**src/design/mem_pkg.sv**
```systemverilog
package mem_pkg;

  // Data and byte address width
  localparam int XLEN = 32;

  // Wishbone carries word addresses only
  localparam int ADR_W = XLEN - 2;

  // RAM depth in 32-bit words, and the index width that covers it
  localparam int RAM_WORDS = 256;
  localparam int RAM_AW = $clog2(RAM_WORDS);

  // Access size, same encoding as the core's funct3 low bits
  typedef enum logic [1:0] {
    MEM_BYTE = 2'b00,
    MEM_HALF = 2'b01,
    MEM_WORD = 2'b10
  } mem_size_e;

  typedef enum logic [1:0] {
    LSU_IDLE = 2'b00,
    LSU_REQ  = 2'b01,
    LSU_BUS  = 2'b10
  } lsu_state_e;

  typedef enum logic [1:0] {
    FETCH_IDLE = 2'b00,
    FETCH_REQ  = 2'b01,
    FETCH_BUS  = 2'b10
  } fetch_state_e;

  // Current holder of the shared bus
  typedef enum logic [1:0] {
    OWN_NONE  = 2'b00,
    OWN_FETCH = 2'b01,
    OWN_LSU   = 2'b10
  } bus_owner_e;

endpackage

```
**src/design/load_store_unit.sv**
```systemverilog
`timescale 1ns/1ps

module load_store_unit (
  input  logic                      clk_i,
  input  logic                      reset_i,
  input  logic                      start_i,
  input  logic [mem_pkg::XLEN-1:0]  addr_i,
  input  logic [mem_pkg::XLEN-1:0]  wdata_i,
  input  mem_pkg::mem_size_e        size_i,
  input  logic                      write_i,
  input  logic                      unsigned_i,
  output logic                      busy_o,
  output logic                      done_o,
  output logic [mem_pkg::XLEN-1:0]  rdata_o,
  output logic                      err_o,
  output logic                      req_o,
  input  logic                      grant_i,
  output logic                      wb_cyc_o,
  output logic                      wb_stb_o,
  output logic                      wb_we_o,
  output logic [mem_pkg::ADR_W-1:0] wb_adr_o,
  output logic [3:0]                wb_sel_o,
  output logic [mem_pkg::XLEN-1:0]  wb_dat_o,
  input  logic [mem_pkg::XLEN-1:0]  wb_dat_i,
  input  logic                      wb_ack_i,
  input  logic                      wb_err_i
);
  import mem_pkg::*;

  lsu_state_e      state_q;
  logic [XLEN-1:0] addr_q;
  logic [XLEN-1:0] wdata_q;
  mem_size_e       size_q;
  logic            write_q;
  logic            unsigned_q;

  logic            misaligned;
  logic [3:0]      sel;
  logic [XLEN-1:0] lane_data;
  logic [XLEN-1:0] load_data;

  // Single master per cycle, so cyc simply follows stb
  assign wb_cyc_o = wb_stb_o;

  // Halfwords need an even address, words a multiple of four
  always_comb begin
    case (size_i)
      MEM_HALF: misaligned = addr_i[0];
      MEM_WORD: misaligned = |addr_i[1:0];
      default:  misaligned = 1'b0;
    endcase
  end

  // Byte lanes touched by the latched access
  always_comb begin
    case (size_q)
      MEM_HALF: sel = addr_q[1] ? 4'b1100 : 4'b0011;
      MEM_WORD: sel = 4'b1111;
      default:  sel = 4'b0001 << addr_q[1:0];
    endcase
  end

  // Bring the addressed lane down to bit 0 before extending
  assign lane_data = wb_dat_i >> {addr_q[1:0], 3'b000};

  always_comb begin
    case (size_q)
      MEM_BYTE: load_data = unsigned_q ? {{(XLEN-8){1'b0}}, lane_data[7:0]}
                                       : {{(XLEN-8){lane_data[7]}}, lane_data[7:0]};
      MEM_HALF: load_data = unsigned_q ? {{(XLEN-16){1'b0}}, lane_data[15:0]}
                                       : {{(XLEN-16){lane_data[15]}}, lane_data[15:0]};
      default:  load_data = lane_data;
    endcase
  end

  always_ff @(posedge clk_i) begin
    if (reset_i) begin
      state_q  <= LSU_IDLE;
      busy_o   <= 1'b0;
      done_o   <= 1'b0;
      err_o    <= 1'b0;
      req_o    <= 1'b0;
      wb_stb_o <= 1'b0;
      wb_we_o  <= 1'b0;
    end else begin
      // done and err are single-cycle pulses
      done_o <= 1'b0;
      err_o  <= 1'b0;
      case (state_q)
        LSU_IDLE: begin
          if (start_i) begin
            if (misaligned) begin
              // Rejected here, the bus never sees it
              done_o <= 1'b1;
              err_o  <= 1'b1;
            end else begin
              busy_o  <= 1'b1;
              req_o   <= 1'b1;
              state_q <= LSU_REQ;
            end
          end
        end
        LSU_REQ: begin
          if (grant_i) begin
            wb_stb_o <= 1'b1;
            wb_we_o  <= write_q;
            state_q  <= LSU_BUS;
          end
        end
        LSU_BUS: begin
          if (wb_ack_i || wb_err_i) begin
            wb_stb_o <= 1'b0;
            wb_we_o  <= 1'b0;
            req_o    <= 1'b0;
            busy_o   <= 1'b0;
            done_o   <= 1'b1;
            err_o    <= wb_err_i;
            state_q  <= LSU_IDLE;
          end
        end
        default: state_q <= LSU_IDLE;
      endcase
    end
  end

  always_ff @(posedge clk_i) begin
    if (state_q == LSU_IDLE && start_i) begin
      addr_q     <= addr_i;
      wdata_q    <= wdata_i;
      size_q     <= size_i;
      write_q    <= write_i;
      unsigned_q <= unsigned_i;
    end
    // Store data moves up into its lanes when the cycle starts
    if (state_q == LSU_REQ && grant_i) begin
      wb_adr_o <= addr_q[XLEN-1:2];
      wb_sel_o <= sel;
      wb_dat_o <= wdata_q << {addr_q[1:0], 3'b000};
    end
    if (state_q == LSU_BUS && wb_ack_i) begin
      rdata_o <= load_data;
    end
  end

endmodule

```
**config.mk**
```make
export PLATFORM = sky130hd
export DESIGN_NAME = load_store_unit
export DESIGN_NICKNAME = d
export VERILOG_FILES = /design/src/design/mem_pkg.sv /design/src/design/load_store_unit.sv
export SDC_FILE = /design/constraint.sdc
export NUM_CORES = 1
export LEC_CHECK = 0
export BUFFER_PORTS_ARGS = -buffer_cell sky130_fd_sc_hd__buf_2
export CAP_MARGIN = 40
export CORE_UTILIZATION = 40
export CTS_CLUSTER_DIAMETER = 200
export DETAILED_ROUTE_END_ITERATION = 8
export PLACE_DENSITY = 0.67
export SETUP_SLACK_MARGIN = 0.05
export SKIP_CTS_REPAIR_TIMING = 1
export SLEW_MARGIN = 0
export SYNTH_ARGS = -nofsm -noshare
export SYNTH_HDL_FRONTEND = slang
export SYNTH_SLANG_ARGS = --single-unit
```
**constraint.sdc**
```tcl
create_clock -name clk_i -period 7.22 [get_ports clk_i]
set_input_delay 0.722 -clock clk_i [delete_from_list [all_inputs] [get_ports clk_i]]
set_output_delay 0.722 -clock clk_i [all_outputs]
set_load 0.005 [all_outputs]
```
==> out/metrics.yaml <==
status: "complete, no violations"
crit_family: "compound AO/OA/AOI/OAI gates"
core_area_mm2: 0.0165
hold_path.class: "reg -> reg"
path_clk_slew_ps: 70
clockRootBuffer: "clkbuf_16"
grt_usage: 0.162
yosysWarningCount: 0
syn_to_final_growth_pct: 26.7
die-width_um: 132
htree_levels: 4
power.density_mw_per_mm2: 261
synth-seq-cells: 173
final_util: 0.518
clk_latency_ps: 420
critPathMaxFanout: 63
use_met1: 0.184
async_reset_ff_frac: 0
synth_seq_area_share: 0.759
drt-initial-drc-count: 209
hpwl_um: 9640
drc_errors: 0
portBuffers: 210
fin_crit_sh: 0.347
synthesis.nets: 520
fin_skew_ps: 5.48
setup_ws_ps: 4710
vias: 4106
critPathLaunchType: "register"
die_height_um: 132
max_slew.worst_pin.slew_ps: 868
wl_per_cell_um: 16.2
grt_pass1_vias: 4096
synth_ff_type: "edfxtp_1"
numCtsBuffers: 17
path_buf_inv: 1
critPathKind: "reg -> reg"
grt-ovfl-total: 0
grt_max_degree: 69
final-setup-viol-count: 0
rsz0062_at_grt: "false"
drt-vias-per-instance: 4.80
slew-limit-headroom: 0.422
grt_util_met2: 0.281
max-cap-violations: 0
period_needed_ps: 2510
drive_above_1_share: 0.431
end_kind: "register"
preCtsSetupSlack_ps: 4690
grt_busiest_layer: "met2"
antenna_found_initial: 1
final_nets: 733
dr.pass1.iters: 4
power_mw: 2.24
final.setup.tns_ps: 0
start_util: 0.409
cts.path.max_buffers: 2
cp.arrival_ps: 2630
ys_types: 39
ant_nets: 0
die_area_mm2: 0.0174
cp.required_ps: 7340
max_stage_delay_ps: 720
rows: 47
pin_count: 211
slew_viol_final: 0
wirelength_um: 13900
n_fill_cell: 1408
gp_congestion: 0.806
ir_drop_v: 0.000209
cp_cell_sequence: "buf_4, mux2_4, a32oi_4, o21ai_0"
cts.sinks: 173
ff2ff_setup_slack_ps: 4710
holdWs_ps: 419
max_freq_mhz: 399
cp_slowest_cell: "a32oi_4"
power.leakage_nw: 3.46
use_met3: 0.0434
syn_area_per_cell_um2: 16.5
hold_viol: 0
cts_tree: "built"
synth_area_mm2: 0.00676
synth_edf_count: 166
grt_pass1_wl_um: 21400
synthCells: 409
layer usage:
layer	share of wire	vias up
met2	0.52	145
li1	-	1986
met5	0	-
met1	0.40	1950
met3	0.053	25
met4	0.025	0
report_power, final:
| part | internal, mW | total (mW) | leakage, nW | switching, mW |
|---|---|---|---|---|
| clock network | 0.455 | 0.857 | 0.270 | 0.401 |
| registers | 1.17 | 1.19 | 1.61 | 0.0171 |
| logic | 0.0813 | 0.192 | 1.59 | 0.111 |
| total | 1.71 | 2.24 | 3.46 | 0.529 |
cells in the mapped netlist, types with 5 or more instances:
master	instances	area [µm²]
buf_2	9	45.0
o21ai_1	23	115
nand3_1	7	35.0
mux2i_1	23	230
a211oi_1	8	60.1
mux2_2	8	90.1
mux2_1	8	90.1
and2_1	9	56.3
dfxtp_1	7	140
nand2_1	34	128
o21ai_0	7	35.0
a21oi_1	12	60.1
inv_1	6	22.5
nand3_2	10	100
ha_1	5	62.6
edfxtp_1	166	4980
a22oi_1	8	60.1
nor2b_1	12	75.1
nor2_1	12	45.0
cells by family (layout without fill, tap and decap cells):
kind of cell,Yosys count,in the layout,share of synthesized area
AO/OA/AOI/OAI,68,68,0.0661
flip-flops,173,173,0.759
multiplexers,41,41,0.0652
AND/OR/NAND/NOR,94,94,0.0781
other,0,1,0
adder cells (fa/ha/maj),5,5,0.00926
buffers and inverters,28,254,0.0228
flip-flops by register name (all words and copies together) (netlist names):
name,cells
state_q,2
done_o,1
wb_adr_o,30
req_o,1
unsigned_q,1
wb_sel_o,4
wb_dat_o,32
rdata_o,32
addr_q,32
write_q,1
size_q,2
wb_we_o,1
wdata_q,32
err_o,1
wb_cyc_o,1
path summary, 6_finish.rpt:
kind | cells after the start | startpoint | endpoint
max reg2reg | 4 | addr_q[1] | rdata_o[12]
min | 0 | addr_q[26] | wb_adr_o[24]
max | 4 | addr_q[1] | rdata_o[12]
min reg2reg | 0 | addr_q[26] | wb_adr_o[24]
stage by stage:
step,cell area (µm²),cells
floorplan,6760,409
global route,8560,856
CTS,8560,855
global placement,8000,823
detailed placement,8000,823
finish,8560,856
final cells by class:
cell class / count / area, µm² / area share
antenna: 1 / 2.50 / 0.000292
clock buffer: 18 / 429 / 0.0501
clock inverter: 14 / 129 / 0.0151
inverter: 7 / 26.3 / 0.00307
multi-input combinational: 208 / 1490 / 0.173
sequential: 173 / 5120 / 0.599
tap: 220 / 275 / 0.0322
timing repair buffer: 215 / 1090 / 0.127
placed cells by master (no fill, tap or decap), types with 7 or more instances in the layout:
cell type and count:
nor2b_1 11, nand3_2 10, a211oi_1 8, mux2i_1 23, and2_1 9, dfxtp_1 7, edfxtp_1 166, nand3_1 7
o21ai_0 7, nand2_1 34, buf_2 210, a21oi_1 12, mux2_2 8, o21ai_1 23, clkbuf_16 17, nor2_1 12
mux2_1 8, a22oi_1 8
Note: power is estimated with default switching activity, not from simulation.
