File: src/design/mem_pkg.sv
package mem_pkg;

  // Data and byte address width
  localparam int XLEN = 32;

  // Wishbone carries word addresses only
  localparam int ADR_W = XLEN - 2;

  // RAM depth in 32-bit words, and the index width that covers it
  localparam int RAM_WORDS = 256;
  localparam int RAM_AW = $clog2(RAM_WORDS);

  // Access size, same encoding as the core's funct3 low bits
  typedef enum logic [1:0] {
    MEM_BYTE = 2'b00,
    MEM_HALF = 2'b01,
    MEM_WORD = 2'b10
  } mem_size_e;

  typedef enum logic [1:0] {
    LSU_IDLE = 2'b00,
    LSU_REQ  = 2'b01,
    LSU_BUS  = 2'b10
  } lsu_state_e;

  typedef enum logic [1:0] {
    FETCH_IDLE = 2'b00,
    FETCH_REQ  = 2'b01,
    FETCH_BUS  = 2'b10
  } fetch_state_e;

  // Current holder of the shared bus
  typedef enum logic [1:0] {
    OWN_NONE  = 2'b00,
    OWN_FETCH = 2'b01,
    OWN_LSU   = 2'b10
  } bus_owner_e;

endpackage

File: src/design/bus_arbiter.sv
`timescale 1ns/1ps

module bus_arbiter (
  input  logic                      clk_i,
  input  logic                      reset_i,
  input  logic                      lsu_req_i,
  input  logic                      fetch_req_i,
  output logic                      lsu_grant_o,
  output logic                      fetch_grant_o,
  input  logic                      lsu_cyc_i,
  input  logic                      lsu_stb_i,
  input  logic                      lsu_we_i,
  input  logic [mem_pkg::ADR_W-1:0] lsu_adr_i,
  input  logic [3:0]                lsu_sel_i,
  input  logic [mem_pkg::XLEN-1:0]  lsu_dat_i,
  input  logic                      fetch_cyc_i,
  input  logic                      fetch_stb_i,
  input  logic [mem_pkg::ADR_W-1:0] fetch_adr_i,
  output logic                      wb_cyc_o,
  output logic                      wb_stb_o,
  output logic                      wb_we_o,
  output logic [mem_pkg::ADR_W-1:0] wb_adr_o,
  output logic [3:0]                wb_sel_o,
  output logic [mem_pkg::XLEN-1:0]  wb_dat_o,
  input  logic                      wb_ack_i,
  input  logic                      wb_err_i,
  input  logic [mem_pkg::XLEN-1:0]  wb_dat_i,
  output logic [mem_pkg::XLEN-1:0]  rd_dat_o,
  output logic                      lsu_ack_o,
  output logic                      lsu_err_o,
  output logic                      fetch_ack_o,
  output logic                      fetch_err_o
);
  import mem_pkg::*;

  bus_owner_e owner_q;

  // Grant is held until the owner drops req, then the bus idles one cycle
  always_ff @(posedge clk_i) begin
    if (reset_i) begin
      owner_q <= OWN_NONE;
    end else begin
      case (owner_q)
        OWN_NONE: begin
          // Data accesses win a tie
          if (lsu_req_i) begin
            owner_q <= OWN_LSU;
          end else if (fetch_req_i) begin
            owner_q <= OWN_FETCH;
          end
        end
        OWN_LSU:   if (!lsu_req_i) owner_q <= OWN_NONE;
        OWN_FETCH: if (!fetch_req_i) owner_q <= OWN_NONE;
        default:   owner_q <= OWN_NONE;
      endcase
    end
  end

  assign lsu_grant_o   = (owner_q == OWN_LSU);
  assign fetch_grant_o = (owner_q == OWN_FETCH);

  always_comb begin
    case (owner_q)
      OWN_LSU: begin
        wb_cyc_o = lsu_cyc_i;
        wb_stb_o = lsu_stb_i;
        wb_we_o  = lsu_we_i;
        wb_adr_o = lsu_adr_i;
        wb_sel_o = lsu_sel_i;
        wb_dat_o = lsu_dat_i;
      end
      OWN_FETCH: begin
        // Fetch is always a full-word read
        wb_cyc_o = fetch_cyc_i;
        wb_stb_o = fetch_stb_i;
        wb_we_o  = 1'b0;
        wb_adr_o = fetch_adr_i;
        wb_sel_o = 4'b1111;
        wb_dat_o = '0;
      end
      default: begin
        wb_cyc_o = 1'b0;
        wb_stb_o = 1'b0;
        wb_we_o  = 1'b0;
        wb_adr_o = '0;
        wb_sel_o = 4'b0000;
        wb_dat_o = '0;
      end
    endcase
  end

  // Responses go only to the current owner
  assign lsu_ack_o   = wb_ack_i && (owner_q == OWN_LSU);
  assign lsu_err_o   = wb_err_i && (owner_q == OWN_LSU);
  assign fetch_ack_o = wb_ack_i && (owner_q == OWN_FETCH);
  assign fetch_err_o = wb_err_i && (owner_q == OWN_FETCH);
  assign rd_dat_o    = wb_dat_i;

endmodule

File: config.mk
export PLATFORM = sky130hd
export DESIGN_NAME = bus_arbiter
export DESIGN_NICKNAME = d
export VERILOG_FILES = /design/src/design/mem_pkg.sv /design/src/design/bus_arbiter.sv
export SDC_FILE = /design/constraint.sdc
export NUM_CORES = 1
export LEC_CHECK = 0
export BUFFER_PORTS_ARGS = -buffer_cell sky130_fd_sc_hd__buf_2
export CAP_MARGIN = 20
export CORE_AREA = 2 2 96 98
export DETAILED_ROUTE_END_ITERATION = 6
export DIE_AREA = 0 0 98 100
export PLACE_DENSITY_LB_ADDON = 0.2
export SLEW_MARGIN = 40
export SYNTH_ARGS = -nofsm -noshare
export SYNTH_HDL_FRONTEND = slang
export SYNTH_SLANG_ARGS = --single-unit
File: constraint.sdc
create_clock -name clk_i -period 1.89 [get_ports clk_i]
set_input_delay 0.0945 -clock clk_i [delete_from_list [all_inputs] [get_ports clk_i]]
set_output_delay 0.0945 -clock clk_i [all_outputs]
set_load 0.02 [all_outputs]
==> reports/metrics.cfg, run 1 <==
[job]
cap_violations = 0

[yosys]
syn_area_per_cell_um2 = 7.039
post-synth-top-count-cell = and2_1
yosysSeqAreaShare_pct = 3.326
yosysTopAreaCell = buf_4
ys_async_sr_fraction_pct = 0
synthCells = 171
yosysUniqueCellTypes = 17
syn_area_mm2 = 0.001204
ys_seq_elements = 2
synth.net_count = 314
synth_warnings = 0
synth_area_leaders = buf_4 22%, a22oi_1 20%, and2_1 19%, nor2b_1 19%, ha_1 4.2%
synth_edf_count = 0
synth_commonest_cells = 37 x and2_1, 36 x nor2b_1, 35 x buf_4
synth_ff_type = dfxtp_1
synth_top_area_share_pct = 21.83

[power]
p_int_w = 0.0004721
ir_drop_v = 0.0006517
seq_power_share_pct = 5.9
comb_power_share_pct = 75.0
p_sw_w = 0.0003896
total_leakage_power_nw = 1.151
powerDensity_mw_per_mm2 = 424.6
finalPower_w = 0.0008617
netSwitchingFraction_pct = 45.21
pwr-share-clk_pct = 19.0

[route]
post-route-drc-count = 0
final_antenna_net_count = 0
drt-pass1-iter-count = 4
wire_per_inst_um = 11.49
drt-initial-drc-count = 56
vias = 1644
wl_mm = 4.883
viasPerCell = 3.868

[clocking]
clock_path_buffers = 2
htreeDepth = 1
cts.sinks = 2
cts_buffers = 3
cts_root_buf = clkbuf_8
cts_tree = built
clk_latency_ns = 0.21
path_clk_slew_ns = 0.03

[floorplan]
core_area_mm2 = 0.008890
rows = 35
die-width_um = 98
io_pins = 246
start_util_pct = 13.54
die_area_mm2 = 0.009800
die_y_um = 100

[cells_and_area]
post-route-util_pct = 22.83
largest_reg_flops = 2
max_flop_register = owner_q
stdcell_count = 425
reg_top3 = owner_q: 2 flops
diodes = 0
layout.nets = 459
syn_to_final_growth_pct = 68.61
drive_above_1_share_pct = 61.46

[timing]
fmax_mhz = 608.0
fin_worst_skew_ns = 0.003798
setup_slack_ns = 0.2453
period_needed_ns = 1.645
rsz0062_at_grt = false
slew_headroom_pct = 73.98
finalMaxSlewViolations = 0
tns_ns = 0
finalHoldViolations = 0
period_share_pct = 87.02
setup_viol = 0
worstMarginPinSlew_ns = 0.3903

[setup_path]
arrival_ns = 1.55
start_kind = flop
path_class = flop to output pin
path_max_fanout = 53
critPathCaptureType = output pin
required_ns = 1.80

[grt]
grt_pass1_vias = 1371
grt.busiest_layer = met2
grt_antenna_before_repair = 0
track_usage_pct = 8.475
grt_start_max_net_pins = 54
grt-ovfl-total = 0
grtUsageMet1_pct = 10.42
grt_pass1_wl_mm = 6.969
use_met2_pct = 15.28
use_met3_pct = 2.228

[placement]
dp_hpwl_mm = 3.900
dp_cells = 422
post-place-ws_ns = 0.3488
port_buffers = 181
place.gp.congestion = 0.6864

[run_status]
status = finished, final reports clean

[worst_hold_path]
hp-class = primary input to flop

## layout by cell type, fill, tap and decap left out, drive strengths merged
cell	synthesis	layout
a211oi	1	1
a21o	1	1
a21oi	6	6
a22oi	33	33
and2	37	37
buf	40	186
clkbuf	6	3
dfxtp	2	2
ha	4	4
inv	2	2
nand2b	2	2
nand3	1	1
nor2b	36	36
## critical path: stages, from the launching register on
cell	delay (ns)
dfxtp_1	0.34
inv_1	0.09
ha_2	0.19
buf_6	0.27
a22oi_1	0.14
nor2b_1	0.12
buf_2	0.17
## power groups by stage
stage          Combinational, W  Clock (W)  Sequential [W]
2_1_floorplan          0.000494          0       0.0000503
3_3_place_gp           0.000652          0       0.0000512
3_5_place_dp           0.000653          0       0.0000515
4_1_cts                0.000657   0.000168       0.0000510
5_1_grt                0.000707   0.000180       0.0000522
6_report               0.000647   0.000164       0.0000510
## worst paths after layout
kind         slack, ns  cells past startpoint       start      endpoint
max               0.25                      6  owner_q[0]  wb_adr_o[11]
max reg2reg       0.40                      6  owner_q[0]    owner_q[0]
min               0.07                      2     reset_i    owner_q[0]
min reg2reg       0.58                      2  owner_q[0]    owner_q[0]
## metrics by stage
step | hold slack (ns) | instance area (um^2)
after global placement | 0.1891 | 1984
final | 0.06574 | 2029
after global routing | 0.06341 | 2029
after CTS | 0.06368 | 2026
after floorplan | 0.1591 | 1204
after detailed placement | 0.1891 | 1984
## metal layers
metal  wire (um)  up-vias
li1            -      832
met1        1880      731
met2        2559       77
met3         429        4
met4          13        0
met5           0        -
## final cells by class
cell class | count | area, um^2
fill | 1032 | 6860
timing repair buffer | 186 | 959.7
multi-input combinational | 121 | 842.1
tap | 111 | 138.9
clock buffer | 3 | 41.29
sequential | 2 | 40.04
inverter | 2 | 7.507
## logic make-up (layout without fill, tap and decap cells)
group / after synthesis / after routing / share of synthesized area, %
DFF: 2 / 2 / 3.327
adders and majority gates: 4 / 4 / 4.158
buffers and inverters: 48 / 191 / 26.92
AOI/OAI and AO/OA: 41 / 41 / 26.20
and+or+nand+nor: 76 / 76 / 39.40
## what timing repair did
action | in CTS | in global routing
hold buffers | 0 | 0
setup endpoints to repair | 0 | 6
gates resized for setup | 0 | 1
setup buffers | 0 | 0
Power figures use the tool's default switching activity.
==> run 2, diff against run 1 <==
REMOVE_ABC_BUFFERS = 1   (was default)
==> run 2 against run 1 <==
Against the previous run: die area unchanged; critical path type unchanged; combinational power decreased by 1%; routed wire length increased by 14%; highest routed layer is now met5.
==> reports/metrics.cfg, run 2 (synthesis gave the netlist of run 1 again) <==
[setup_path]
crit_family = buffers and inverters
required_ns = 1.80  ; about the same
slowest_stage = dfxtp_1
crit_path_max_incr_delay_ns = 0.31  ; -0.03 ns
path_max_fanout = 26  ; -51%
path_class = flop to output pin
arrival_ns = 1.59  ; +0.04 ns
cp_cell_sequence = inv_1, ha_1, buf_4, a22oi_1, nor2b_1, buf_2
start_kind = flop
critPathCaptureType = output pin
crit_buf_inv = 3  ; unchanged

[timing]
setup_viol = 0  ; unchanged
worstMarginPinSlew_ns = 0.2975  ; -0.09278 ns
rsz0062_at_grt = false
finalMaxSlewViolations = 0  ; unchanged
fmax_mhz = 592.3  ; -2.6%
fin_worst_skew_ns = 0.0006534  ; -0.003145 ns
slew_headroom_pct = 80.17  ; +6.2 points
finalHoldViolations = 0  ; unchanged
period_share_pct = 89.33  ; +2.3 points
whs_ns = 0.06536  ; -0.0003843 ns
period_needed_ns = 1.688  ; +0.04363 ns
setup_slack_ns = 0.2017  ; -0.04363 ns

[clocking]
cts.sinks = 2  ; unchanged
clk_latency_ns = 0.21  ; about the same
ctsHoldBuffers = 0  ; unchanged
cts_buffers = 3  ; unchanged
cts_tree = built
path_clk_slew_ns = 0.03  ; about the same
postCtsResizedCells = 0  ; unchanged
cts_root_buf = clkbuf_8
clock_path_buffers = 2  ; unchanged
htreeDepth = 1  ; unchanged
cts_setup_buffers = 0  ; unchanged

[floorplan]
die_area_mm2 = 0.009800  ; unchanged
die_y_um = 100  ; unchanged
core_area_mm2 = 0.008890  ; unchanged
die-width_um = 98  ; unchanged
start_util_pct = 13.54  ; unchanged
io_pins = 246  ; unchanged
rows = 35  ; unchanged

[cells_and_area]
fillers = 1020  ; -1.2%
diodes = 0  ; unchanged
layout_commonest_cell = buf_2
final_area_mm2 = 0.002033  ; +0.18%
layout.nets = 460  ; +0.22%
final_cell_mix = 181 x buf_2, 37 x and2_1, 36 x nor2b_1
multi_input_area_um2 = 842.1  ; unchanged
seqCellArea_um2 = 40.04  ; unchanged
syn_to_final_growth_pct = 68.92
drive_above_1_share_pct = 61.59  ; +0.12 points
max_flop_register = owner_q
largest_reg_flops = 2  ; unchanged
reg_top3 = owner_q: 2 flops

[route]
vias = 1698  ; +3.3%
wire_per_inst_um = 13.08  ; +14%
post-route-drc-count = 0  ; unchanged
drt-pass1-iter-count = 3  ; -1
viasPerCell = 3.986  ; +3.0%
wl_mm = 5.572  ; +14%
final_antenna_net_count = 0  ; unchanged
drt-initial-drc-count = 46  ; -18%

[grt]
grt_pass1_vias = 1498  ; +9.3%
grt_antenna_before_repair = 0  ; unchanged
grt_start_max_net_pins = 50  ; -7.4%
grt_pass1_wl_mm = 8.024  ; +15%
grt-ovfl-total = 0  ; unchanged
track_usage_pct = 10.33  ; +1.9 points

[power]
ir_drop_v = 0.0002158  ; -67%
total_leakage_power_nw = 1.155  ; +0.34%
powerDensity_mw_per_mm2 = 423.2  ; -0.33%

[run_status]
status = finished, final reports clean

[placement]
place_area_mm2 = 0.001992  ; +0.38%
post-place-ws_ns = 0.3756  ; +0.02674 ns
place.gp.congestion = 0.6424  ; -6.4%
port_buffers = 181  ; unchanged
dp_hpwl_mm = 4.697  ; +20%

[job]
cap_violations = 0  ; unchanged

[worst_hold_path]
hp-class = primary input to flop

==> run 2: stage by stage <==
stage / TNS, ns / power, W / utilization (%) / std cells
floorplan: -23.30 / 0.0004186 / - / 125
global route: 0 / 0.0009395 / 22.87 / 426
CTS: 0 / 0.0008839 / 22.87 / 426
global placement: 0 / 0.0007023 / 22.41 / 423
detailed placement: 0 / 0.0007071 / 22.41 / 423
finish: 0 / 0.0008605 / 22.87 / 426
==> run 2: cell type report <==
| cell class | count | area share (%) |
|---|---|---|
| inverters | 2 | 0.3692 |
| multi-input cells | 121 | 41.42 |
| repair buffers | 187 | 47.38 |
| well taps | 111 | 6.831 |
| clock buffers | 3 | 2.031 |
| flip-flops and latches | 2 | 1.969 |
==> run 2: power by group <==
group          internal [W]  leakage (nW)  switching (W)
sequential        0.0000470        0.0165     0.00000397
combinational      0.000290          1.12       0.000350
clock              0.000135        0.0216      0.0000343
total              0.000472          1.15       0.000389
==> run 2: final timing paths <==
check | slack (ns) | depth (start not counted) | end | startpoint
hold reg to reg | 0.57 | 2 | owner_q[0] | owner_q[0]
hold / removal | 0.07 | 2 | owner_q[0] | reset_i
setup / recovery | 0.20 | 6 | wb_cyc_o | owner_q[1]
setup reg to reg | 0.40 | 6 | owner_q[0] | owner_q[0]
==> run 2: layer usage <==
layer	vias to the layer above	global-route usage, %	routed length [um]
met5	-	5.641	59
li1	834	-	-
met3	4	6.964	912
met4	2	1.282	15
met2	139	14.81	2350
met1	719	12.75	2234
==> run 2: worst reg2reg max path, cell delays in order, from the launching register on <==
cell and delay [ns]:
dfxtp_1 0.39, inv_1 0.09, ha_2 0.21, buf_4 0.22
a22oi_4 0.24, a21oi_2 0.09, a211oi_2 0.18
