### config.mk
export PLATFORM = sky130hd
export DESIGN_NAME = fetch_unit
export DESIGN_NICKNAME = d
export VERILOG_FILES = /design/src/design/mem_pkg.sv /design/src/design/fetch_unit.sv
export SDC_FILE = /design/constraint.sdc
export NUM_CORES = 1
export LEC_CHECK = 0
export BUFFER_PORTS_ARGS = -buffer_cell sky130_fd_sc_hd__buf_4
export CAP_MARGIN = 0
export CORE_MARGIN = 2
export CORE_UTILIZATION = 43
export CTS_BUF_LIST = sky130_fd_sc_hd__clkbuf_8
export DETAILED_ROUTE_END_ITERATION = 16
export GPL_TIMING_DRIVEN = 0
export PLACE_DENSITY = 0.92
export SYNTH_ARGS = -nofsm -noshare
export SYNTH_HDL_FRONTEND = slang
export SYNTH_SLANG_ARGS = --single-unit
### constraint.sdc
create_clock -name clk_i -period 5.9 [get_ports clk_i]
set_clock_uncertainty 0.15 [all_clocks]
set_input_delay 0.885 -clock clk_i [delete_from_list [all_inputs] [get_ports clk_i]]
set_output_delay 0.885 -clock clk_i [all_outputs]
set_load 0.02 [all_outputs]
### src/design/mem_pkg.sv
package mem_pkg;

  // Data and byte address width
  localparam int XLEN = 32;

  // Wishbone carries word addresses only
  localparam int ADR_W = XLEN - 2;

  // RAM depth in 32-bit words, and the index width that covers it
  localparam int RAM_WORDS = 256;
  localparam int RAM_AW = $clog2(RAM_WORDS);

  // Access size, same encoding as the core's funct3 low bits
  typedef enum logic [1:0] {
    MEM_BYTE = 2'b00,
    MEM_HALF = 2'b01,
    MEM_WORD = 2'b10
  } mem_size_e;

  typedef enum logic [1:0] {
    LSU_IDLE = 2'b00,
    LSU_REQ  = 2'b01,
    LSU_BUS  = 2'b10
  } lsu_state_e;

  typedef enum logic [1:0] {
    FETCH_IDLE = 2'b00,
    FETCH_REQ  = 2'b01,
    FETCH_BUS  = 2'b10
  } fetch_state_e;

  // Current holder of the shared bus
  typedef enum logic [1:0] {
    OWN_NONE  = 2'b00,
    OWN_FETCH = 2'b01,
    OWN_LSU   = 2'b10
  } bus_owner_e;

endpackage

### src/design/fetch_unit.sv
`timescale 1ns/1ps

module fetch_unit (
  input  logic                      clk_i,
  input  logic                      reset_i,
  input  logic                      start_i,
  input  logic [mem_pkg::XLEN-1:0]  pc_i,
  output logic                      busy_o,
  output logic                      done_o,
  output logic [mem_pkg::XLEN-1:0]  instr_o,
  output logic                      err_o,
  output logic                      req_o,
  input  logic                      grant_i,
  output logic                      wb_cyc_o,
  output logic                      wb_stb_o,
  output logic [mem_pkg::ADR_W-1:0] wb_adr_o,
  input  logic [mem_pkg::XLEN-1:0]  wb_dat_i,
  input  logic                      wb_ack_i,
  input  logic                      wb_err_i
);
  import mem_pkg::*;

  fetch_state_e state_q;

  assign wb_cyc_o = wb_stb_o;

  always_ff @(posedge clk_i) begin
    if (reset_i) begin
      state_q  <= FETCH_IDLE;
      busy_o   <= 1'b0;
      done_o   <= 1'b0;
      err_o    <= 1'b0;
      req_o    <= 1'b0;
      wb_stb_o <= 1'b0;
    end else begin
      done_o <= 1'b0;
      err_o  <= 1'b0;
      case (state_q)
        FETCH_IDLE: begin
          if (start_i) begin
            // Instructions are word aligned, anything else faults at once
            if (|pc_i[1:0]) begin
              done_o <= 1'b1;
              err_o  <= 1'b1;
            end else begin
              busy_o  <= 1'b1;
              req_o   <= 1'b1;
              state_q <= FETCH_REQ;
            end
          end
        end
        FETCH_REQ: begin
          if (grant_i) begin
            wb_stb_o <= 1'b1;
            state_q  <= FETCH_BUS;
          end
        end
        FETCH_BUS: begin
          if (wb_ack_i || wb_err_i) begin
            wb_stb_o <= 1'b0;
            req_o    <= 1'b0;
            busy_o   <= 1'b0;
            done_o   <= 1'b1;
            err_o    <= wb_err_i;
            state_q  <= FETCH_IDLE;
          end
        end
        default: state_q <= FETCH_IDLE;
      endcase
    end
  end

  always_ff @(posedge clk_i) begin
    if (state_q == FETCH_IDLE && start_i) begin
      wb_adr_o <= pc_i[XLEN-1:2];
    end
    if (state_q == FETCH_BUS && wb_ack_i) begin
      instr_o <= wb_dat_i;
    end
  end

endmodule

==> results of run 1 <==
[how the worst min path moves through the flow]
| stage | end | slack (ns) |
|---|---|---|
| 6_report | req_o | 0.35 |
| 5_1_grt | req_o | 0.37 |
| 4_1_cts | req_o | 0.35 |
| 3_5_place_dp | req_o | 0.33 |
| 3_3_place_gp | req_o | 0.33 |
| 2_1_floorplan | done_o | 0.38 |
[kinds of logic (layout without fill, tap and decap cells)]
group	count (synthesis)	after routing
DFF	68	68
AOI/OAI and AO/OA	9	9
and+or+nand+nor	11	11
buffers and inverters	4	157
[flip-flops by register name (all words and copies together) (netlist names)]
signal and cells:
instr_o 32, wb_adr_o 30, err_o 1, done_o 1, req_o 1, wb_cyc_o 1, state_q 2
[per-stage QoR]
step	instances	utilization (%)	setup slack (ns)	cell area, um2
2_1_floorplan	92	-	3.57	2150
3_3_place_gp	296	68.5	3.27	3260
3_5_place_dp	296	68.5	3.18	3260
4_1_cts	312	71.9	3.52	3420
5_1_grt	312	71.9	3.41	3420
6_report	312	71.9	3.54	3420
[worst max-delay path: stages]
cell	delay, ns
sky130_fd_sc_hd__buf_4	0.08
sky130_fd_sc_hd__nor2b_2	0.15
sky130_fd_sc_hd__and2_1	1.03
[cells in the mapped netlist, types with 2 or more instances]
cell type,count,area [um2]
sky130_fd_sc_hd__edfxtp_1,62,1860
sky130_fd_sc_hd__dfxtp_1,6,120
sky130_fd_sc_hd__o21ai_1,3,15.0
sky130_fd_sc_hd__a211oi_1,2,15.0
sky130_fd_sc_hd__a21oi_1,2,10.0
sky130_fd_sc_hd__buf_4,2,15.0
sky130_fd_sc_hd__nand2_1,2,7.51
[cell type report]
class | instances | area, um2 | share of cell area [%]
inverters | 2 | 7.51 | 0.220
multi-input cells | 20 | 143 | 4.17
plain buffers | 2 | 15.0 | 0.439
clock inverters | 7 | 35.0 | 1.02
flip-flops and latches | 68 | 1980 | 58.0
repair buffers | 137 | 1030 | 30.1
clock buffers | 9 | 124 | 3.62
well taps | 67 | 83.8 | 2.45
[report_power, final]
part / switching, uW / leakage (uW) / internal (uW)
clock network: 160 / 0.0000874 / 146
logic: 43.3 / 0.000714 / 50.5
registers: 6.19 / 0.000628 / 545
[per-layer routing]
metal,vias up,GRT usage [%],part of all wire [%]
li1,658,-,-
met1,670,16.9,33
met2,66,30.9,58
met3,10,5.89,6.8
met4,0,10.5,2.2
met5,-,0,0
==> impl_metrics.xml, run 1 <==
<?xml version="1.0" encoding="UTF-8"?>
<metrics>
  <group name="run_status">
    <metric name="outcome" unit="">finished, final reports clean</metric>
  </group>
  <group name="placement">
    <metric name="io_buffer_count" unit="">137</metric>
    <metric name="detailedPlacementHpwl" unit="um">3840</metric>
    <metric name="gp_routability_congestion" unit="">0.737</metric>
  </group>
  <group name="logic_synthesis">
    <metric name="synth-edff-count" unit="">62</metric>
    <metric name="ys.warnings.count" unit="">0</metric>
    <metric name="netlist-cell-type-count" unit="">20</metric>
    <metric name="seq_area_frac_synth" unit="%">92.4</metric>
    <metric name="dominant_combinational_cell_family_by_area_after_synthesis" unit="">compound AO/OA/AOI/OAI gates</metric>
    <metric name="synth_compound_gate_area_share" unit="%">3.32</metric>
    <metric name="synthesis.instances" unit="">92</metric>
    <metric name="syn-mean-instance-area" unit="um2">23.3</metric>
    <metric name="synth-async-reset-ratio" unit="%">0</metric>
    <metric name="synth_seq_cells" unit="">68</metric>
    <metric name="synth_xor_xnor_area_share" unit="%">0</metric>
    <metric name="synth_nets" unit="">162</metric>
    <metric name="synth.cell_area" unit="um2">2150</metric>
    <metric name="ys.flop_type" unit="">sky130_fd_sc_hd__edfxtp_1</metric>
    <metric name="synthAdderAreaFrac" unit="%">0</metric>
    <metric name="mux_cell_area_share_after_synthesis" unit="%">0</metric>
    <metric name="synth_simple_gate_area_share" unit="%">3.27</metric>
  </group>
  <group name="clock_tree">
    <metric name="tritoncts" unit="">done</metric>
    <metric name="post_cts_resized" unit="">0</metric>
    <metric name="post_cts_buffers" unit="">0</metric>
    <metric name="cts.sink_count" unit="">68</metric>
    <metric name="clock_tree.root_cell" unit="">sky130_fd_sc_hd__clkbuf_8</metric>
    <metric name="cts_made_buffers" unit="">9</metric>
    <metric name="cts_max_level" unit="">3</metric>
    <metric name="cts_max_path_buffers" unit="">2</metric>
    <metric name="cts_hold_buffers" unit="">0</metric>
    <metric name="clk_transition_reported_paths" unit="ns">0.08</metric>
    <metric name="clock_insertion_delay_worst_skew" unit="ns">0.32</metric>
  </group>
  <group name="timing">
    <metric name="fmax" unit="MHz">423</metric>
    <metric name="worst_slew_margin_rel" unit="%">12.3</metric>
    <metric name="totalNegativeSetupSlack" unit="ns">0</metric>
    <metric name="finalSetupViolations" unit="">0</metric>
    <metric name="hold_viol" unit="">0</metric>
    <metric name="slew_violations" unit="">0</metric>
    <metric name="tightest_slew" unit="ns">1.32</metric>
    <metric name="hold_ws" unit="ns">0.345</metric>
    <metric name="rsz_0062_raised_after_global_routing" unit="">no</metric>
    <metric name="fin_crit" unit="ns">2.36</metric>
    <metric name="final_min_period_over_clock_period" unit="%">40.0</metric>
  </group>
  <group name="finish">
    <metric name="layout_commonest_cell" unit="">sky130_fd_sc_hd__buf_4</metric>
    <metric name="layout.cells.most_common_list" unit="">sky130_fd_sc_hd__buf_4, sky130_fd_sc_hd__edfxtp_1, sky130_fd_sc_hd__clkbuf_8</metric>
    <metric name="area_growth_syn_to_layout" unit="%">59.3</metric>
    <metric name="n_antenna_cell" unit="">0</metric>
    <metric name="num-nets-final" unit="">310</metric>
    <metric name="drive_gt1_share" unit="%">64.9</metric>
    <metric name="n_fill_cell" unit="">340</metric>
  </group>
  <group name="setup_path">
    <metric name="arrival_time_worst_endpoint" unit="ns">2.15</metric>
    <metric name="critical_path.reg2reg.startpoint" unit="">state_q[1]</metric>
    <metric name="worstSetupEndpointType" unit="">flip-flop</metric>
    <metric name="worst-setup-path-type" unit="">in -&gt; reg</metric>
    <metric name="setup.worst_path.start" unit="">start_i</metric>
    <metric name="timing.critical_path.from_type" unit="">input pin</metric>
    <metric name="rr_worst_depth" unit="">2</metric>
    <metric name="regToRegSetupSlack" unit="ns">3.75</metric>
    <metric name="crit_required" unit="ns">5.68</metric>
    <metric name="r2r-end" unit="">wb_adr_o[6]</metric>
    <metric name="crit_path_end" unit="">wb_adr_o[6]</metric>
    <metric name="crit_fanout" unit="">30</metric>
  </group>
  <group name="power">
    <metric name="static-leakage-power" unit="uW">0.00143</metric>
    <metric name="totalPowerFinal" unit="uW">952</metric>
    <metric name="power.density" unit="nW/um2">278</metric>
    <metric name="maximum_resistive_drop_on_vdd" unit="V">0.000154</metric>
  </group>
  <group name="die">
    <metric name="placementRows" unit="">25</metric>
    <metric name="design.portCount" unit="">138</metric>
    <metric name="floorplan.initialDensity" unit="%">45.1</metric>
    <metric name="die_area" unit="um2">5570</metric>
    <metric name="die_height" unit="um">74.6</metric>
    <metric name="fp.coreArea" unit="um2">4750</metric>
    <metric name="width_of_the_chip" unit="um">74.6</metric>
  </group>
  <group name="grt">
    <metric name="antenna_found_initial" unit="">0</metric>
    <metric name="globalRoute.totalOverflow" unit="">0</metric>
    <metric name="first_global_vias" unit="">1419</metric>
    <metric name="grt_pass1_wl" unit="um">6650</metric>
    <metric name="grt_util_all_layers" unit="%">17.2</metric>
    <metric name="grt_max_degree" unit="">33</metric>
  </group>
  <group name="drt">
    <metric name="ant_nets" unit="">0</metric>
    <metric name="route.detailed.drc" unit="">0</metric>
    <metric name="route.final.wire_length" unit="um">5020</metric>
    <metric name="firstDrtPassIters" unit="">4</metric>
    <metric name="num_vias" unit="">1404</metric>
    <metric name="drt-initial-drc-count" unit="">76</metric>
    <metric name="avgViaCountPerCell" unit="">4.50</metric>
    <metric name="routed_wire_length_per_instance" unit="um">16.1</metric>
  </group>
  <group name="min_path">
    <metric name="holdCritPathClass" unit="">reg -&gt; reg</metric>
    <metric name="min_delay_path_depth" unit="">2</metric>
    <metric name="hp-start" unit="">req_o</metric>
  </group>
  <group name="flow_run">
    <metric name="cap_viol_max_count" unit="">0</metric>
  </group>
</metrics>
No activity file was read; power rests on OpenSTA's default activity.
==> run 2, diff against run 1 <==
==> constraint.sdc (replaced) <==
create_clock -name clk_i -period 2.2 [get_ports clk_i]
set_clock_uncertainty 0.15 [all_clocks]
set_input_delay 0.33 -clock clk_i [delete_from_list [all_inputs] [get_ports clk_i]]
set_output_delay 0.33 -clock clk_i [all_outputs]
set_load 0.02 [all_outputs]
==> impl_metrics.xml, run 2 (synthesized netlist as in run 1, its figures left out) <==
<?xml version="1.0" encoding="UTF-8"?>
<metrics>
  <group name="setup_path">
    <metric name="max_stage_delay" unit="ns">0.74</metric>
    <metric name="worstSetupEndpointType" unit="">flip-flop</metric>
    <metric name="slowest_stage" unit="">sky130_fd_sc_hd__and3_2</metric>
    <metric name="timing.critical_path.from_type" unit="">flip-flop</metric>
    <metric name="worstPathCellList" unit="">and3_2</metric>
    <metric name="crit_required" unit="ns">2.00</metric>
    <metric name="arrival_time_worst_endpoint" unit="ns">1.59</metric>
    <metric name="crit_fanout" unit="">32</metric>
    <metric name="cp.buffers_inverters" unit="">0</metric>
    <metric name="regToRegSetupSlack" unit="ns">0.42</metric>
    <metric name="critical-path-top-delay-family" unit="">simple AND/OR/NAND/NOR gates</metric>
    <metric name="worst-setup-path-type" unit="">reg -&gt; reg</metric>
  </group>
  <group name="placement">
    <metric name="gp_routability_congestion" unit="">0.737</metric>
    <metric name="io_buffer_count" unit="">137</metric>
    <metric name="detailedPlacementHpwl" unit="um">3840</metric>
  </group>
  <group name="grt">
    <metric name="antenna_found_initial" unit="">0</metric>
    <metric name="grt_max_degree" unit="">33</metric>
    <metric name="first_global_vias" unit="">1419</metric>
    <metric name="grt_pass1_wl" unit="um">6650</metric>
    <metric name="grt_util_all_layers" unit="%">17.2</metric>
    <metric name="globalRoute.totalOverflow" unit="">0</metric>
  </group>
  <group name="clock_tree">
    <metric name="clk_transition_reported_paths" unit="ns">0.08</metric>
    <metric name="cts_max_level" unit="">3</metric>
    <metric name="cts_made_buffers" unit="">9</metric>
    <metric name="cts_max_path_buffers" unit="">2</metric>
    <metric name="tritoncts" unit="">done</metric>
    <metric name="clock_tree.root_cell" unit="">sky130_fd_sc_hd__clkbuf_8</metric>
    <metric name="post_cts_buffers" unit="">0</metric>
    <metric name="clock_insertion_delay_worst_skew" unit="ns">0.32</metric>
    <metric name="cts.sink_count" unit="">68</metric>
  </group>
  <group name="timing">
    <metric name="worst_slew_margin_rel" unit="%">52.0</metric>
    <metric name="finalSetupViolations" unit="">0</metric>
    <metric name="tightest_slew" unit="ns">0.720</metric>
    <metric name="fin_crit" unit="ns">1.78</metric>
    <metric name="rsz_0062_raised_after_global_routing" unit="">no</metric>
    <metric name="fmax" unit="MHz">561</metric>
    <metric name="slew_violations" unit="">0</metric>
    <metric name="hold_viol" unit="">0</metric>
    <metric name="final_min_period_over_clock_period" unit="%">81.1</metric>
  </group>
  <group name="power">
    <metric name="power.density" unit="nW/um2">746</metric>
    <metric name="p_int" unit="uW">1990</metric>
    <metric name="totalPowerFinal" unit="uW">2550</metric>
    <metric name="switching_power" unit="uW">562</metric>
    <metric name="p_sw_share" unit="%">22.0</metric>
    <metric name="pwr-share-comb" unit="%">9.9</metric>
    <metric name="static-leakage-power" unit="uW">0.00143</metric>
    <metric name="p_seq_share" unit="%">57.9</metric>
    <metric name="share_of_total_power_in_the_clock_network" unit="%">32.2</metric>
    <metric name="maximum_resistive_drop_on_vdd" unit="V">0.000413</metric>
  </group>
  <group name="finish">
    <metric name="layout.cells.most_common_list" unit="">sky130_fd_sc_hd__buf_4, sky130_fd_sc_hd__edfxtp_1, sky130_fd_sc_hd__clkbuf_8</metric>
    <metric name="num-nets-final" unit="">310</metric>
    <metric name="area_growth_syn_to_layout" unit="%">59.4</metric>
    <metric name="n_fill_cell" unit="">339</metric>
    <metric name="layout_commonest_cell" unit="">sky130_fd_sc_hd__buf_4</metric>
    <metric name="largestRegisters" unit="">instr_o x32, wb_adr_o x30, state_q x2</metric>
    <metric name="largest_register_ffs" unit="">32</metric>
    <metric name="final_util" unit="%">71.9</metric>
    <metric name="registers.top_by_ff_count" unit="">instr_o</metric>
    <metric name="n_antenna_cell" unit="">0</metric>
    <metric name="drive_gt1_share" unit="%">65.3</metric>
  </group>
  <group name="drt">
    <metric name="num_vias" unit="">1404</metric>
    <metric name="route.detailed.drc" unit="">0</metric>
    <metric name="route.final.wire_length" unit="um">5020</metric>
    <metric name="avgViaCountPerCell" unit="">4.50</metric>
    <metric name="firstDrtPassIters" unit="">4</metric>
    <metric name="ant_nets" unit="">0</metric>
    <metric name="routed_wire_length_per_instance" unit="um">16.1</metric>
    <metric name="drt-initial-drc-count" unit="">76</metric>
  </group>
  <group name="die">
    <metric name="die_area" unit="um2">5570</metric>
    <metric name="design.portCount" unit="">138</metric>
    <metric name="width_of_the_chip" unit="um">74.6</metric>
    <metric name="placementRows" unit="">25</metric>
    <metric name="die_height" unit="um">74.6</metric>
    <metric name="floorplan.initialDensity" unit="%">45.1</metric>
    <metric name="fp.coreArea" unit="um2">4750</metric>
  </group>
  <group name="flow_run">
    <metric name="cap_viol_max_count" unit="">0</metric>
  </group>
  <group name="min_path">
    <metric name="holdCritPathClass" unit="">in -&gt; reg</metric>
  </group>
  <group name="run_status">
    <metric name="outcome" unit="">finished, final reports clean</metric>
  </group>
</metrics>
run 2: per-stage QoR:
| step | cell area [um2] | hold slack (ns) | setup TNS, ns | worst slack (ns) | instances |
|---|---|---|---|---|---|
| floorplan | 2150 | 0.249 | 0 | 0.329 | 92 |
| global placement | 3260 | 0.326 | 0 | 0.0472 | 296 |
| detailed placement | 3260 | 0.328 | -2.39 | -0.0758 | 296 |
| CTS | 3420 | 0.0106 | 0 | 0.0211 | 312 |
| global route | 3420 | 0.00880 | 0 | 0.284 | 312 |
| finish | 3420 | 0.0226 | 0 | 0.416 | 312 |
run 2: per-layer routing:
metal	routed length (um)	global-route usage, %	vias up
met4	110	10.5	0
met1	1640	16.9	670
li1	-	-	658
met3	339	5.89	10
met5	0	0	-
met2	2920	30.9	66
run 2: final cells by class:
type	count	area, um2	area share [%]
clock inverter	7	35.0	1.02
inverter	2	7.51	0.220
sequential	68	1980	58.0
clock buffer	9	124	3.62
timing repair buffer	137	1030	30.1
tap	67	83.8	2.45
multi-input combinational	20	144	4.21
buffer	2	15.0	0.439
run 2: what timing repair did:
item,CTS,global route
gates resized for setup,1,1
setup endpoints to repair,32,30
pin swaps,0,0
hold buffers,0,0
gates cloned,0,0
run 2: worst paths after layout:
| path | depth (start not counted) | from | endpoint |
|---|---|---|---|
| hold reg to reg | 2 | req_o | req_o |
| setup reg to reg | 1 | state_q[1] | instr_o[9] |
| hold / removal | 1 | pc_i[21] | wb_adr_o[19] |
| setup / recovery | 1 | state_q[1] | instr_o[9] |
run 2: power groups by stage:
stage                     logic, uW  registers (uW)  clock network, uW
after floorplan                27.1            1560                  0
after global placement          245            1500                  0
after detailed placement        254            1510                  0
after CTS                       254            1480                837
after global routing            265            1480                881
final                           252            1480                822
